## config.mk

```make
export PLATFORM = sky130hd
export DESIGN_NAME = noc_link_monitor
export DESIGN_NICKNAME = d
export VERILOG_FILES = /design/src/noc_mon_pkg.sv /design/src/noc_mon_regs.sv /design/src/noc_link_tracker.sv /design/src/noc_link_monitor.sv
export VERILOG_INCLUDE_DIRS = /design/src
export SDC_FILE = /design/constraint.sdc
export NUM_CORES = 1
export LEC_CHECK = 0
export BUFFER_PORTS_ARGS = -buffer_cell sky130_fd_sc_hd__buf_4
export CAP_MARGIN = 20
export CELL_PAD_IN_SITES_DETAIL_PLACEMENT = 1
export CELL_PAD_IN_SITES_GLOBAL_PLACEMENT = 1
export CORE_AREA = 2 2 200 202
export CTS_CLUSTER_DIAMETER = 40
export DETAILED_ROUTE_END_ITERATION = 8
export DIE_AREA = 0 0 202 204
export PLACE_DENSITY_LB_ADDON = 0.1
export SLEW_MARGIN = 10
export SYNTH_ARGS = -nofsm -noshare
export SYNTH_HDL_FRONTEND = slang
export SYNTH_SLANG_ARGS = --single-unit
```

## constraint.sdc

```tcl
create_clock -name clk -period 4.7 [get_ports clk]
set_input_delay 0.47 -clock clk [delete_from_list [all_inputs] [get_ports clk]]
set_output_delay 0.47 -clock clk [all_outputs]
set_load 0.05 [all_outputs]
```

## src/noc_mon_defs.svh

```systemverilog
`ifndef NOC_MON_DEFS_SVH
`define NOC_MON_DEFS_SVH

// ==============================
// mesh geometry
// ==============================
`define NOC_MESH_EDGE 4
`define NOC_ROUTERS   (`NOC_MESH_EDGE * `NOC_MESH_EDGE)

// flit fields
`define NOC_ID_W      4  // router id, x and y packed
`define NOC_PAYLOAD_W 4

// ==============================
// monitor
// ==============================
`define MON_CHANNELS  2
`define MON_CNT_W     4  // covers the router buffer depth

// wishbone register port
`define WB_ADR_W        4  // word address
`define WB_DAT_W        32
`define MON_REGS_PER_CH 4  // only 3 decoded

`endif

```

## src/noc_mon_pkg.sv

```systemverilog
`include "noc_mon_defs.svh"

package noc_mon_pkg;

  // flit as seen on the local ports, also the colored expected flit
  typedef struct packed {
    logic [`NOC_ID_W-1:0]      src_id;
    logic [`NOC_PAYLOAD_W-1:0] payload;
    logic [`NOC_ID_W-1:0]      dest_id;
  } noc_flit_t;

  typedef struct packed {
    logic                 cyc;
    logic                 stb;
    logic                 we;
    logic [`WB_ADR_W-1:0] adr;
    logic [`WB_DAT_W-1:0] dat;
  } wb_req_t;

  typedef struct packed {
    logic                 ack;
    logic [`WB_DAT_W-1:0] dat;
  } wb_rsp_t;

  // per channel watch setup
  typedef struct packed {
    logic [`NOC_ID_W-1:0]      src_id;
    logic [`NOC_ID_W-1:0]      dest_id;
    logic [`NOC_PAYLOAD_W-1:0] payload;
  } watch_cfg_t;

  typedef enum logic [1:0] {
    TRK_IDLE,
    TRK_WAIT_IN,   // counting injections
    TRK_WAIT_OUT,  // watched flit is in the mesh
    TRK_DONE
  } trk_state_e;

  typedef struct packed {
    trk_state_e            state;
    logic                  error;
    logic [`MON_CNT_W-1:0] count;
    logic                  seen_in;
    logic                  done;
  } trk_status_t;

  typedef enum logic [1:0] {
    REG_CTRL   = 2'd0,
    REG_WATCH  = 2'd1,
    REG_STATUS = 2'd2
  } reg_sel_e;

endpackage

```

## src/noc_mon_regs.sv

```systemverilog
`include "noc_mon_defs.svh"

module noc_mon_regs
  import noc_mon_pkg::*;
(
  input  logic                                clk,
  input  logic                                reset,

  input  wb_req_t                             wb_req_i,
  output wb_rsp_t                             wb_rsp_o,

  output watch_cfg_t  [`MON_CHANNELS-1:0]     cfg_o,
  output logic        [`MON_CHANNELS-1:0]     arm_o,
  input  trk_status_t [`MON_CHANNELS-1:0]     status_i
);

  localparam int SEL_W = $clog2(`MON_REGS_PER_CH);
  localparam int CH_W  = `WB_ADR_W - SEL_W;
  localparam int CFG_W = $bits(watch_cfg_t);

  // ==============================
  // address decode
  // ==============================
  logic [CH_W-1:0]            adr_ch;
  reg_sel_e                   adr_sel;
  logic                       acc_start;  // first cycle of an access
  logic [`MON_CHANNELS-1:0]   ch_hit;
  logic [`MON_CHANNELS-1:0]   arm_d;
  logic [`MON_CHANNELS-1:0]   wr_watch;

  logic                       ack_q;
  logic [`MON_CHANNELS-1:0]   arm_q;
  watch_cfg_t [`MON_CHANNELS-1:0] cfg_q;
  logic [`WB_DAT_W-1:0]       rd_dat_d;
  logic [`WB_DAT_W-1:0]       rd_dat_q;

  assign adr_ch  = wb_req_i.adr[`WB_ADR_W-1:SEL_W];
  assign adr_sel = reg_sel_e'(wb_req_i.adr[SEL_W-1:0]);

  // the low cycle after ack keeps a held request from being acked twice
  assign acc_start = wb_req_i.cyc & wb_req_i.stb & ~ack_q;

  always_comb begin
    for (int i = 0; i < `MON_CHANNELS; i++) begin
      ch_hit[i]   = acc_start & (adr_ch == CH_W'(i));
      arm_d[i]    = ch_hit[i] & wb_req_i.we & (adr_sel == REG_CTRL) & wb_req_i.dat[0];
      wr_watch[i] = ch_hit[i] & wb_req_i.we & (adr_sel == REG_WATCH);
    end
  end

  // status word layout
  function automatic logic [`WB_DAT_W-1:0] pack_status(input trk_status_t s);
    logic [`WB_DAT_W-1:0] w;
    w      = '0;
    w[0]   = s.seen_in;
    w[1]   = s.done;
    w[2]   = s.error;
    w[7:4] = s.count;
    w[9:8] = s.state;
    return w;
  endfunction

  // ==============================
  // read mux
  // ==============================
  always_comb begin
    rd_dat_d = '0;  // unused addresses and CTRL read zero
    for (int i = 0; i < `MON_CHANNELS; i++) begin
      if (adr_ch == CH_W'(i)) begin
        case (adr_sel)
          REG_WATCH:  rd_dat_d[CFG_W-1:0] = cfg_q[i];
          REG_STATUS: rd_dat_d = pack_status(status_i[i]);
          default:    ;
        endcase
      end
    end
  end

  always_ff @(posedge clk) begin
    if (reset) begin
      ack_q <= 1'b0;
      arm_q <= '0;
      cfg_q <= '0;
    end else begin
      ack_q <= acc_start;
      arm_q <= arm_d;  // high during the ack cycle only
      for (int i = 0; i < `MON_CHANNELS; i++) begin
        if (wr_watch[i])
          cfg_q[i] <= watch_cfg_t'(wb_req_i.dat[CFG_W-1:0]);
      end
    end
  end

  // read data is sampled with the ack
  always_ff @(posedge clk) begin
    if (acc_start)
      rd_dat_q <= rd_dat_d;
  end

  assign wb_rsp_o.ack = ack_q;
  assign wb_rsp_o.dat = rd_dat_q;
  assign cfg_o        = cfg_q;
  assign arm_o        = arm_q;

endmodule

```

## src/noc_link_tracker.sv

```systemverilog
`include "noc_mon_defs.svh"

module noc_link_tracker
  import noc_mon_pkg::*;
(
  input  logic                             clk,
  input  logic                             reset,

  input  watch_cfg_t                       cfg_i,
  input  logic                             arm_i,

  // local injection ports, all routers
  input  logic      [`NOC_ROUTERS-1:0]     inj_v_i,
  input  logic      [`NOC_ROUTERS-1:0]     inj_yumi_i,
  input  noc_flit_t [`NOC_ROUTERS-1:0]     inj_flit_i,

  // local ejection ports, all routers
  input  logic      [`NOC_ROUTERS-1:0]     ej_v_i,
  input  logic      [`NOC_ROUTERS-1:0]     ej_ready_i,
  input  noc_flit_t [`NOC_ROUTERS-1:0]     ej_flit_i,

  output trk_status_t                      status_o
);

  trk_state_e             state_q, state_d;
  logic [`MON_CNT_W-1:0]  cnt_q, cnt_d;
  logic                   seen_in_q;
  logic                   seen_out_q;
  logic                   done_q;
  logic                   error_q;

  noc_flit_t              exp_flit;  // colored with the source id
  noc_flit_t              inj_flit;
  noc_flit_t              ej_flit;
  logic                   inj_hsk, ej_hsk;
  logic                   armed;
  logic                   incr, decr;
  logic                   sample_in;
  logic                   must_read;

  // ==============================
  // port select and match
  // ==============================
  assign exp_flit = '{src_id: cfg_i.src_id, payload: cfg_i.payload, dest_id: cfg_i.dest_id};

  assign inj_flit = inj_flit_i[cfg_i.src_id];
  assign inj_hsk  = inj_v_i[cfg_i.src_id] & inj_yumi_i[cfg_i.src_id];
  assign ej_flit  = ej_flit_i[cfg_i.dest_id];
  assign ej_hsk   = ej_v_i[cfg_i.dest_id] & ej_ready_i[cfg_i.dest_id];

  assign armed = (state_q == TRK_WAIT_IN) | (state_q == TRK_WAIT_OUT);

  // count everything for dest up to and including the watched flit
  assign incr      = armed & inj_hsk & ~seen_in_q & (inj_flit.dest_id == cfg_i.dest_id);
  assign sample_in = incr & (inj_flit == exp_flit);

  // flits injected before arming are not counted, so no decrement from zero
  assign decr = armed & ej_hsk & ~seen_out_q & (cnt_q != '0) &
                (ej_flit.src_id == cfg_i.src_id) & (ej_flit.dest_id == cfg_i.dest_id);

  assign must_read = decr & seen_in_q & (cnt_q == `MON_CNT_W'(1));  // last one out

  always_comb begin
    case ({incr, decr})
      2'b10:   cnt_d = cnt_q + `MON_CNT_W'(1);
      2'b01:   cnt_d = cnt_q - `MON_CNT_W'(1);
      default: cnt_d = cnt_q;  // both or neither
    endcase
  end

  // ==============================
  // fsm
  // ==============================
  always_comb begin
    state_d = state_q;
    case (state_q)
      TRK_WAIT_IN:  if (sample_in) state_d = TRK_WAIT_OUT;
      TRK_WAIT_OUT: if (must_read) state_d = TRK_DONE;
      default:      ;  // idle and done wait for arm
    endcase
  end

  always_ff @(posedge clk) begin
    if (reset) begin
      state_q    <= TRK_IDLE;
      cnt_q      <= '0;
      seen_in_q  <= 1'b0;
      seen_out_q <= 1'b0;
      done_q     <= 1'b0;
      error_q    <= 1'b0;
    end else if (arm_i) begin
      state_q    <= TRK_WAIT_IN;  // re-arm from any state
      cnt_q      <= '0;
      seen_in_q  <= 1'b0;
      seen_out_q <= 1'b0;
      done_q     <= 1'b0;
      error_q    <= 1'b0;
    end else begin
      state_q <= state_d;
      cnt_q   <= cnt_d;
      if (sample_in)
        seen_in_q <= 1'b1;
      if (must_read) begin
        seen_out_q <= 1'b1;
        done_q     <= 1'b1;
        error_q    <= (ej_flit != exp_flit);  // final compare
      end
    end
  end

  assign status_o = '{state: state_q, error: error_q, count: cnt_q,
                      seen_in: seen_in_q, done: done_q};

endmodule

```

## src/noc_link_monitor.sv

```systemverilog
`include "noc_mon_defs.svh"

module noc_link_monitor
  import noc_mon_pkg::*;
(
  input  logic                             clk,
  input  logic                             reset,

  // mesh, observed only
  input  logic      [`NOC_ROUTERS-1:0]     inj_v_i,
  input  logic      [`NOC_ROUTERS-1:0]     inj_yumi_i,
  input  noc_flit_t [`NOC_ROUTERS-1:0]     inj_flit_i,
  input  logic      [`NOC_ROUTERS-1:0]     ej_v_i,
  input  logic      [`NOC_ROUTERS-1:0]     ej_ready_i,
  input  noc_flit_t [`NOC_ROUTERS-1:0]     ej_flit_i,

  // host
  input  wb_req_t                          wb_req_i,
  output wb_rsp_t                          wb_rsp_o
);

  watch_cfg_t  [`MON_CHANNELS-1:0] cfg;
  logic        [`MON_CHANNELS-1:0] arm;
  trk_status_t [`MON_CHANNELS-1:0] status;

  noc_mon_regs regs0 (
    .clk      (clk),
    .reset    (reset),
    .wb_req_i (wb_req_i),
    .wb_rsp_o (wb_rsp_o),
    .cfg_o    (cfg),
    .arm_o    (arm),
    .status_i (status)
  );

  // ==============================
  // tracking channels
  // ==============================
  for (genvar ch = 0; ch < `MON_CHANNELS; ch++) begin : g_trk
    noc_link_tracker trk (
      .clk        (clk),
      .reset      (reset),
      .cfg_i      (cfg[ch]),
      .arm_i      (arm[ch]),
      .inj_v_i    (inj_v_i),
      .inj_yumi_i (inj_yumi_i),
      .inj_flit_i (inj_flit_i),
      .ej_v_i     (ej_v_i),
      .ej_ready_i (ej_ready_i),
      .ej_flit_i  (ej_flit_i),
      .status_o   (status[ch])
    );
  end

endmodule

```

==> results of run 1 <==
registers in the layout, summed over array words and instances (netlist names):
register / cells
g_trk.trk.seen_in_q: 2
g_trk.trk.cnt_q: 8
g_trk.trk.state_q: 4
g_trk.trk.seen_out_q: 2
regs0.ack_q: 1
regs0.arm_o: 2
g_trk.trk.error_q: 2
regs0.cfg_o: 24
regs0.rd_dat_q: 12
worst paths after layout:
path | start | to | depth (start not counted)
worst min-delay path | wb_req_i[6] | regs0.cfg_o[6] | 3
worst max-delay path | regs0.cfg_o[5] | g_trk[0].trk.cnt_q[2] | 10
worst min register to register | g_trk[1].trk.error_q | g_trk[1].trk.error_q | 2
worst max register to register | regs0.cfg_o[5] | g_trk[0].trk.cnt_q[2] | 10
worst register-to-register path: stages (launching register included):
cell	delay [ns]
dfxtp_2	0.69
buf_12	0.29
nand2_1	0.15
o311ai_0	0.33
nor3_1	0.10
or4_1	0.40
or4_1	0.52
a2111oi_0	0.40
ha_1	0.39
or3_1	0.39
a21oi_1	0.14
cell usage after synthesis, drive strengths merged (15+ instances only):
cell type  number  area share, %
mux4          138             33
mux2i          87            9.1
nor2           81            3.2
buf            70            4.4
nand2          58            2.3
dfxtp          45            9.5
clkbuf         42            1.7
xnor2          33            3.0
o21ai          30            1.6
o22ai          29            1.9
inv            26            1.0
a21oi          24            1.3
xor2           24            2.2
nand3          23            1.2
a22oi          20            1.6
nor3           17           0.89
ha             15            2.0
power breakdown:
part / internal (mW) / leakage [nW] / total [mW] / switching (mW)
Combinational: 0.408 / 4.68 / 0.699 / 0.291
Clock: 0.515 / 0.160 / 0.749 / 0.235
Sequential: 0.505 / 0.483 / 0.512 / 0.00656
area by class of cell:
type	count	area, um^2
fill	4547	25300
inverter	29	109
sequential	57	1280
clock inverter	6	106
multi-input combinational	798	7650
tap	525	657
timing repair buffer	511	3850
clock buffer	10	229
cells by family after synthesis:
kind of cell	after synthesis	share of synthesized area, %
buf+inv	141	7.17
other cells	1	0.0394
fa+ha+maj	15	1.97
flops	57	13.2
simple gates	277	15.0
xor+xnor	57	5.24
mux	239	43.5
compound gates	190	13.8
layer usage:
metal | global-route usage [%] | up-vias | wire length, um
met2 | 41.1 | 345 | 24800
li1 | - | 4702 | -
met4 | 4.02 | 0 | 701
met3 | 4.32 | 38 | 2810
met1 | 29.0 | 5145 | 20200
met5 | 0 | - | 0
per-stage QoR:
| stage | std cells | util (%) | instance area [um^2] | power (mW) |
|---|---|---|---|---|
| after global routing | 1936 | 35.4 | 13900 | 2.05 |
| after CTS | 1935 | 35.4 | 13900 | 1.98 |
| after detailed placement | 1919 | 34.5 | 13500 | 1.22 |
| after floorplan | 996 | - | 9590 | 0.814 |
| final | 1936 | 35.4 | 13900 | 1.96 |
| after global placement | 1919 | 34.5 | 13500 | 1.21 |
==> reports/qor.yml, run 1 <==
layout_setup_ws_ns: 0.832
first_global_vias: 11100
pin_count: 522
cp_cell_sequence: "buf_12, nand2_1, o311ai_0, nor3_1, or4_1, or4_1, a2111oi_0, ha_1, or3_1, a21oi_1"
fin_setup_tns_ns: 0
critical_path.max_stage_delay_ns: 0.69
layout_common_cells: "buf_4 (509), mux4_2 (136), mux2i_1 (87)"
synthesis.area_mm2: 0.00952
pwr_density_cell_mw_per_mm2: 141
worstSetupEndpointType: "flip-flop"
clock.fmax_ghz: 0.259
synth-async-reset-ratio_pct: 0
cp_common_cell: "or4_1"
drtPass1Iterations: 5
start_kind: "flip-flop"
htreeDepth: 3
dp_slack_ns: 0.796
vias: 10200
start_util_pct: 24.3
worstHoldPathType: "in -> reg"
antenna_found_initial: 0
whs_ns: 0.379
cts_hold_buffers: 0
finalWirelength_um: 48500
nNetsFinal: 1910
synth-seq-cells: 57
finalHoldViolCount: 0
io_buffers: 481
root_buffer: "clkbuf_16"
drive_gt1_share_pct: 49.8
antenna_cells: 0
grt_pass1_wl_um: 71100
post-route-min-period_ns: 3.87
area_delta_synth_final_pct: 45.8
worst_pin_slew_ns: 0.803
cp_max_fo: 29
place_congestion: 0.838
fp-row-count: 73
synth_edf_count: 12
numCtsBuffers: 9
cts_resized: 0
dieArea_mm2: 0.0412
setup_violations: 0
numClockSinks: 57
period_share_pct: 82.3
crit_buf_inv: 1
vias_per_cell: 5.28
postSynthAreaPerCell_um2: 9.75
synth_ff_type: "dfxtp_1"
wl_per_cell_um: 25.0
relSlewSlack_pct: 46.1
cts_tree: "yes"
path_clk_slew_ns: 0.05
fin_skew_ns: 0.00531
critPathTopFamily: "simple AND/OR/NAND/NOR gates"
drc: 0
p_leak_nw: 5.33
synth_cells: 977
core_area_mm2: 0.0392
cp.arrival_ns: 4.14
globalRouteOverflowTotal: 0
grt_max_degree: 43
cp.required_ns: 4.97
clk_path_buf_depth: 2
die_x_um: 202
drv_cap: 0
rsz0062_at_grt: "no"
die_h_um: 204
rrSetupSlack_ns: 0.83
slowest_stage: "dfxtp_2"
drtAntennaViolNets: 0
yosys_warnings: 0
seq_area_frac_synth_pct: 13.2
synth.distinct_cells: 70
cts_setup_buffers: 0
grt.total_usage_pct: 23.0
final_common_cell: "buf_4"
critPathKind: "reg -> reg"
dp_hpwl_um: 40700
drv_slew: 0
drtIter0Drc: 441
status: "complete, no violations"
clk_latency_ns: 0.33
ir_drop_mv: 0.164
No activity file was read; power rests on OpenSTA's default activity.
==> run 2, diff against run 1 <==
--- a/config.mk
+++ b/config.mk
@@ -6,14 +6,16 @@
 export SDC_FILE = /design/constraint.sdc
 export NUM_CORES = 1
 export LEC_CHECK = 0
+export ABC_AREA = 1
 export BUFFER_PORTS_ARGS = -buffer_cell sky130_fd_sc_hd__buf_4
 export CAP_MARGIN = 20
 export CELL_PAD_IN_SITES_DETAIL_PLACEMENT = 1
 export CELL_PAD_IN_SITES_GLOBAL_PLACEMENT = 1
-export CORE_AREA = 2 2 200 202
+export CORE_ASPECT_RATIO = 0.7
+export CORE_MARGIN = 2
+export CORE_UTILIZATION = 28
 export CTS_CLUSTER_DIAMETER = 40
 export DETAILED_ROUTE_END_ITERATION = 8
-export DIE_AREA = 0 0 202 204
 export PLACE_DENSITY_LB_ADDON = 0.1
 export SLEW_MARGIN = 10
 export SYNTH_ARGS = -nofsm -noshare
==> constraint.sdc (replaced) <==
create_clock -name clk -period 3.5 [get_ports clk]
set_input_delay 0.35 -clock clk [delete_from_list [all_inputs] [get_ports clk]]
set_output_delay 0.35 -clock clk [all_outputs]
set_load 0.05 [all_outputs]
==> run 2 against run 1 <==
Flip-flop and latch count unchanged. Maximum frequency rose by 22%. Global-route usage is 5.5 points higher. First-iteration DRC count grew 130%. Worst setup slack got worse by 0.50 ns. Largest cell class unchanged.
==> reports/qor.yml, run 2 <==
status: "complete, no violations"  # unchanged
finalWirelength_um: 63800  # was 48500 um
cp.required_ns: 3.72  # was 4.97 ns
io_buffers: 481  # unchanged
cp.arrival_ns: 3.38  # was 4.14 ns
globalRouteOverflowTotal: 0  # unchanged
clk_path_buf_depth: 2  # unchanged
cp_common_cell: "nor2_1"  # was or4_1
start_kind: "flip-flop"  # unchanged
worstSetupEndpointType: "flip-flop"  # unchanged
p_comb_share_pct: 45.2  # was 35.7%
drtIter0Drc: 1013  # was 441
placedCellCount: 3094  # was 1919
htreeDepth: 3  # unchanged
largest_reg_flops: 24  # unchanged
path_depth: 14  # was 10
yosys_warnings: 0  # unchanged
fin_skew_ns: 0.00840  # was 0.00531 ns
die_x_um: 247  # was 202 um
worst_r2r_startpoint: "regs0.cfg_o[21]"  # was regs0.cfg_o[5]
p_sw_share_pct: 36.1  # was 27.1%
drv_slew: 0  # unchanged
numClockSinks: 57  # unchanged
setup_violations: 0  # unchanged
p_int_mw: 1.77  # was 1.43 mW
worst_pin_slew_ns: 0.758  # was 0.803 ns
netlist_top_cells_count: "nand2_1 (557), nand3_1 (451), inv_1 (280), o21ai_0 (167), a21oi_1 (134)"  # was mux4_2 (136), mux2i_1 (87), nor2_1 (81), nand2_1 (58), dfxtp_1 (45)
fin_setup_tns_ns: 0  # unchanged
drc: 0  # unchanged
synth.top_cell.area_share_pct: 19.5  # was 32.2%
postSynthAreaPerCell_um2: 5.32  # was 9.75 um^2
p_total_mw: 2.77  # was 1.96 mW
drv_cap: 0  # unchanged
wl_per_cell_um: 20.5  # was 25.0 um
numCtsBuffers: 9  # unchanged
post-route-min-period_ns: 3.17  # was 3.87 ns
layout_common_cells: "nand2_1 (557), buf_4 (531), nand3_1 (451)"  # was buf_4 (509), mux4_2 (136), mux2i_1 (87)
fp-row-count: 62  # was 73
area_delta_synth_final_pct: 34.7  # was 45.8%
layout_setup_ws_ns: 0.333  # was 0.832 ns
pin_count: 522  # unchanged
final_area_mm2: 0.0156  # was 0.0139 mm^2
yosysTopAreaCell: "nand3_1"  # was mux4_2
synth_ff_type: "dfxtp_1"  # unchanged
place_congestion: 0.885  # was 0.838
whs_ns: 0.248  # was 0.379 ns
p_clk_share_pct: 29.1  # was 38.2%
grt.total_usage_pct: 28.5  # was 23.0%
cts_tree: "yes"  # unchanged
dpl-instance-area_mm2: 0.0153  # was 0.0135 mm^2
path_clk_slew_ns: 0.05  # about the same
die_h_um: 174  # was 204 um
cp_cell_sequence: "inv_2, a21oi_1, o21a_1, nor2_1, nor2_1, nor2_1, nand3_1, nor2_1, inv_1, ha_1, a21oi_1, o21ai_0, o21ai_0, a21oi_1"  # was buf_12, nand2_1, o311ai_0, nor3_1, or4_1, or4_1, a2111oi_0, ha_1, or3_1, a21oi_1
period_share_pct: 90.5  # was 82.3%
nNetsFinal: 3066  # was 1910
seqPwrFrac_pct: 25.7  # was 26.1%
core_area_mm2: 0.0410  # was 0.0392 mm^2
drive_gt1_share_pct: 23.3  # was 49.8%
synth-seq-cells: 57  # unchanged
critPathKind: "reg -> reg"  # unchanged
root_buffer: "clkbuf_16"  # unchanged
clk_latency_ns: 0.34  # was 0.33 ns
vias: 16500  # was 10200
finalHoldViolCount: 0  # unchanged
p_sw_mw: 0.999  # was 0.532 mW
synth_cells: 2181  # was 977
clock.fmax_ghz: 0.316  # was 0.259 GHz
crit_buf_inv: 2  # was 1
r2r-end: "g_trk[1].trk.cnt_q[3]"  # was g_trk[0].trk.cnt_q[2]
dp_slack_ns: 0.335  # was 0.796 ns
dieArea_mm2: 0.0431  # was 0.0412 mm^2
worstHoldPathType: "in -> reg"  # unchanged
antenna_found_initial: 7  # was 0
seq_area_frac_synth_pct: 10.9  # was 13.2%
synth_edf_count: 12  # unchanged
grt_max_degree: 120  # was 43
critical_path.max_stage_delay_ns: 0.52  # was 0.69 ns
first_global_vias: 16700  # was 11100
dp_hpwl_um: 49300  # was 40700 um
grt_pass1_wl_um: 96700  # was 71100 um
ys_top_cells_by_area: "nand3_1 (19%), nand2_1 (18%), inv_1 (9.1%)"  # was mux4_2 (32%), dfxtp_1 (9.5%), mux2i_1 (9.1%)
pwr_density_cell_mw_per_mm2: 177  # was 141 mW/mm^2
drtPass1Iterations: 6  # was 5
startpoint: "regs0.cfg_o[21]"  # was regs0.cfg_o[5]
yosysMostFrequentCell: "nand2_1"  # was mux4_2
slowest_stage: "inv_2"  # was dfxtp_2
r2r_cells: 14  # was 10
rrSetupSlack_ns: 0.33  # was 0.83 ns
ir_drop_mv: 0.168  # was 0.164 mV
final_common_cell: "nand2_1"  # was buf_4
layout.cells.non_filler: 3117  # was 1936
synth-async-reset-ratio_pct: 0  # unchanged
start_util_pct: 28.3  # was 24.3%
cp_max_fo: 32  # was 29
relSlewSlack_pct: 49.4  # was 46.1%
drtAntennaViolNets: 0  # unchanged
synthesis.area_mm2: 0.0116  # was 0.00952 mm^2
utilization_pct: 38.2  # was 35.4%
vias_per_cell: 5.30  # was 5.28
synth.distinct_cells: 41  # was 70
crit_path_end: "g_trk[1].trk.cnt_q[3]"  # was g_trk[0].trk.cnt_q[2]
rsz0062_at_grt: "no"  # unchanged
critPathTopFamily: "compound AO/OA/AOI/OAI gates"  # was simple AND/OR/NAND/NOR gates
p_leak_nw: 7.61  # was 5.33 nW
[run 2: cell count changes after synthesis, sizes merged, moves of 20 or more]
| cell | change |
|---|---|
| mux2i | -87 |
| nand2 | +503 |
| o21ai | +162 |
| xnor2 | -33 |
| buf | +81 |
| inv | +260 |
| o211ai | +108 |
| a22oi | -20 |
| a21oi | +118 |
| nand3 | +432 |
| mux4 | -138 |
[run 2: metal layers]
layer  global-route usage [%]  routed length [um]
met5                        0                  13
met4                     7.16                1340
met3                     3.47                3120
met2                     46.7               29900
met1                     39.5               29400
[run 2: kinds of logic after synthesis]
group / share of synthesized area (%)
simple gates: 43.3
compound gates: 24.1
buf+inv: 19.4
flops: 10.9
fa+ha+maj: 1.62
xor+xnor: 0.755
other cells: 0.0323
[run 2: how the worst min path moves through the flow]
| stage | depth (start not counted) | slack (ns) | start | end |
|---|---|---|---|---|
| 2_1_floorplan | 1 | 0.41 | reset | g_trk[0].trk.state_q[0] |
| 3_3_place_gp | 1 | 0.43 | regs0.ack_q | regs0.ack_q |
| 3_5_place_dp | 1 | 0.46 | regs0.ack_q | regs0.ack_q |
| 4_1_cts | 2 | 0.24 | reset | g_trk[0].trk.state_q[0] |
| 5_1_grt | 2 | 0.25 | reset | g_trk[0].trk.state_q[0] |
| 6_report | 2 | 0.25 | reset | g_trk[0].trk.state_q[0] |
[run 2: layout make-up]
cell class	instances	area, um^2
diodes	6	15.0
clock buffers	12	246
clock inverters	4	18.8
fillers	5689	25300
inverters	289	1090
multi-input cells	1667	8170
flip-flops and latches	57	1280
well taps	544	681
repair buffers	538	4130
[run 2: worst register-to-register path, stage by stage (launching register included)]
cell and delay, ns:
dfxtp_2 0.32, inv_2 0.52, a21oi_1 0.11, o21a_1 0.22, nor2_1 0.11, nor2_1 0.07
nor2_1 0.23, nand3_1 0.11, nor2_1 0.30, inv_1 0.09, ha_1 0.39, a21oi_1 0.16
o21ai_0 0.15, o21ai_0 0.20, a21oi_1 0.06
[run 2: power by group through the flow]
| stage | Clock (mW) | Sequential (mW) | Combinational (mW) |
|---|---|---|---|
| floorplan | 0 | 0.738 | 0.608 |
| global placement | 0 | 0.724 | 1.21 |
| detailed placement | 0 | 0.725 | 1.24 |
| CTS | 0.816 | 0.712 | 1.25 |
| global route | 0.847 | 0.714 | 1.39 |
| finish | 0.807 | 0.712 | 1.25 |
[run 2: what timing repair did]
| action | in CTS | in global routing |
|---|---|---|
| endpoints found under the setup margin | 0 | 2 |
| buffers inserted | 0 | 1 |
| gates resized for setup | 0 | 2 |
| hold buffers | 0 | 0 |
==> run 3, diff against run 2 <==
--- a/config.mk
+++ b/config.mk
@@ -6,16 +6,13 @@
 export SDC_FILE = /design/constraint.sdc
 export NUM_CORES = 1
 export LEC_CHECK = 0
-export ABC_AREA = 1
 export BUFFER_PORTS_ARGS = -buffer_cell sky130_fd_sc_hd__buf_4
-export CAP_MARGIN = 20
 export CELL_PAD_IN_SITES_DETAIL_PLACEMENT = 1
 export CELL_PAD_IN_SITES_GLOBAL_PLACEMENT = 1
-export CORE_ASPECT_RATIO = 0.7
-export CORE_MARGIN = 2
-export CORE_UTILIZATION = 28
+export CORE_AREA = 2 2 204 206
 export CTS_CLUSTER_DIAMETER = 40
 export DETAILED_ROUTE_END_ITERATION = 8
+export DIE_AREA = 0 0 206 208
 export PLACE_DENSITY_LB_ADDON = 0.1
 export SLEW_MARGIN = 10
 export SYNTH_ARGS = -nofsm -noshare
==> run 3 against run 2 <==
Combinational power fell by 24%. First-iteration DRC count down 45%. Largest power group unchanged. Total power shrank 11%. Utilization fell by 3.3 points. Maximum frequency is 4.7% lower. Largest cell class unchanged. Global-route usage shrank 5.7 points. Final area decreased by 9.5%. Critical path depth shrank 4. Flip-flop and latch count is the same.
==> reports/qor.yml, run 3 (synthesized netlist as in run 1, its figures left out) <==
status: "complete, no violations"  # unchanged
dpl-instance-area_mm2: 0.0138  # was 0.0153 mm^2
p_leak_nw: 5.47  # was 7.61 nW
clock.fmax_ghz: 0.301  # was 0.316 GHz
drtPass1Iterations: 5  # was 6
post-route-min-period_ns: 3.32  # was 3.17 ns
grt.total_usage_pct: 22.8  # was 28.5%
drv_cap: 0  # unchanged
cp_cell_sequence: "buf_6, mux4_2, a22o_1, a221oi_1, xnor2_1, nand2_1, a2111oi_4, ha_2, or3_1, a21oi_1"  # was inv_2, a21oi_1, o21a_1, nor2_1, nor2_1, nor2_1, nand3_1, nor2_1, inv_1, ha_1, a21oi_1, o21ai_0, o21ai_0, a21oi_1
numCtsBuffers: 9  # unchanged
utilization_pct: 34.9  # was 38.2%
layout_common_cells: "buf_4 (538), mux4_2 (136), mux2i_1 (87)"  # was nand2_1 (557), buf_4 (531), nand3_1 (451)
dieArea_mm2: 0.0428  # was 0.0431 mm^2
area_delta_synth_final_pct: 48.7  # was 34.7%
ir_drop_mv: 0.216  # was 0.168 mV
globalRouteOverflowTotal: 0  # unchanged
grt_max_degree: 33  # was 120
start_kind: "flip-flop"  # unchanged
root_buffer: "clkbuf_16"  # unchanged
die_x_um: 206  # was 247 um
path_clk_slew_ns: 0.05  # about the same
core_area_mm2: 0.0406  # was 0.0410 mm^2
vias: 10300  # was 16500
layout_setup_ws_ns: 0.177  # was 0.333 ns
relSlewSlack_pct: 57.2  # was 49.4%
start_util_pct: 23.5  # was 28.3%
drive_gt1_share_pct: 51.2  # was 23.3%
htreeDepth: 3  # unchanged
cts_setup_buffers: 0  # unchanged
clk_path_buf_depth: 2  # unchanged
fin_setup_tns_ns: 0  # unchanged
cp_max_fo: 18  # was 32
cp.required_ns: 3.76  # was 3.72 ns
drtIter0Drc: 556  # was 1013
nNetsFinal: 1942  # was 3066
critPathKind: "reg -> reg"  # unchanged
cts_hold_buffers: 0  # unchanged
die_h_um: 208  # was 174 um
numClockSinks: 57  # unchanged
io_buffers: 481  # unchanged
drv_slew: 0  # unchanged
pwr_density_cell_mw_per_mm2: 174  # was 177 mW/mm^2
worst_pin_slew_ns: 0.641  # was 0.758 ns
fp-row-count: 74  # was 62
worstSetupEndpointType: "flip-flop"  # unchanged
finalHoldViolCount: 0  # unchanged
slowest_stage: "mux4_2"  # was inv_2
r2r_cells: 10  # was 14
drtAntennaViolNets: 0  # unchanged
setup_violations: 0  # unchanged
first_global_vias: 11500  # was 16700
cts_tree: "yes"  # unchanged
place_congestion: 0.843  # was 0.885
dp_slack_ns: -0.0343  # was 0.335 ns
cp.arrival_ns: 3.58  # was 3.38 ns
dp_hpwl_um: 43000  # was 49300 um
critPathTopFamily: "compound AO/OA/AOI/OAI gates"  # unchanged
fin_skew_ns: 0.00796  # was 0.00840 ns
largest_reg_flops: 24  # unchanged
final_common_cell: "buf_4"  # was nand2_1
crit_buf_inv: 1  # was 2
whs_path_depth: 3  # was 2
final_area_mm2: 0.0142  # was 0.0156 mm^2
path_depth: 10  # was 14
critical_path.max_stage_delay_ns: 0.53  # was 0.52 ns
period_share_pct: 94.9  # was 90.5%
grt_pass1_wl_um: 73200  # was 96700 um
wl_per_cell_um: 25.3  # was 20.5 um
finalWirelength_um: 50100  # was 63800 um
p_total_mw: 2.46  # was 2.77 mW
antenna_found_initial: 5  # was 7
vias_per_cell: 5.21  # was 5.30
clk_latency_ns: 0.33  # was 0.34 ns
worstHoldPathType: "in -> reg"  # unchanged
drc: 0  # unchanged
pin_count: 522  # unchanged
-- run 3: worst reg2reg max path: cells and delay by family, from the launching register on --
kind	cells	cell delay, ns
compound gates	4	1.00
mux	1	0.53
simple gates	2	0.51
flops	1	0.43
fa+ha+maj	1	0.36
buf+inv	1	0.25
xor+xnor	1	0.16
-- run 3: final timing paths --
| check | start | endpoint | slack [ns] |
|---|---|---|---|
| min reg2reg | g_trk[0].trk.error_q | g_trk[0].trk.error_q | 0.51 |
| min | wb_req_i[1] | regs0.cfg_o[13] | 0.27 |
| max | regs0.cfg_o[5] | g_trk[0].trk.cnt_q[2] | 0.18 |
| max reg2reg | regs0.cfg_o[5] | g_trk[0].trk.cnt_q[2] | 0.18 |
-- run 3: through the flow --
| stage | std cells | hold WS, ns |
|---|---|---|
| after floorplan | 996 | 0.433 |
| after global placement | 1959 | 0.483 |
| after detailed placement | 1959 | 0.494 |
| after CTS | 1975 | 0.258 |
| after global routing | 1979 | 0.275 |
| final | 1979 | 0.270 |
-- run 3: what timing repair did --
| item | CTS | global route |
|---|---|---|
| endpoints found under the setup margin | 1 | 4 |
| hold endpoints to repair | 0 | 0 |
| resized for setup | 1 | 7 |
-- run 3: power breakdown --
group,switching (mW),internal (mW),total [mW]
clock,0.313,0.515,0.828
combinational,0.396,0.552,0.948
sequential,0.00759,0.678,0.686
total,0.717,1.75,2.46
-- run 3: final cells by class --
cell class                 count  area, um^2
clock buffer                  13         260
multi-input combinational    798        7680
tap                          532         666
antenna                        4        10.0
clock inverter                 3        17.5
inverter                      29         109
sequential                    57        1280
fill                        4751       26400
timing repair buffer         543        4130
-- run 3: per-layer routing --
metal	GRT usage, %	routed length (um)	vias up
li1	-	-	4767
met1	29.1	21100	5178
met2	40.2	25600	318
met3	3.84	2580	39
met4	4.80	722	2
met5	0	12	-
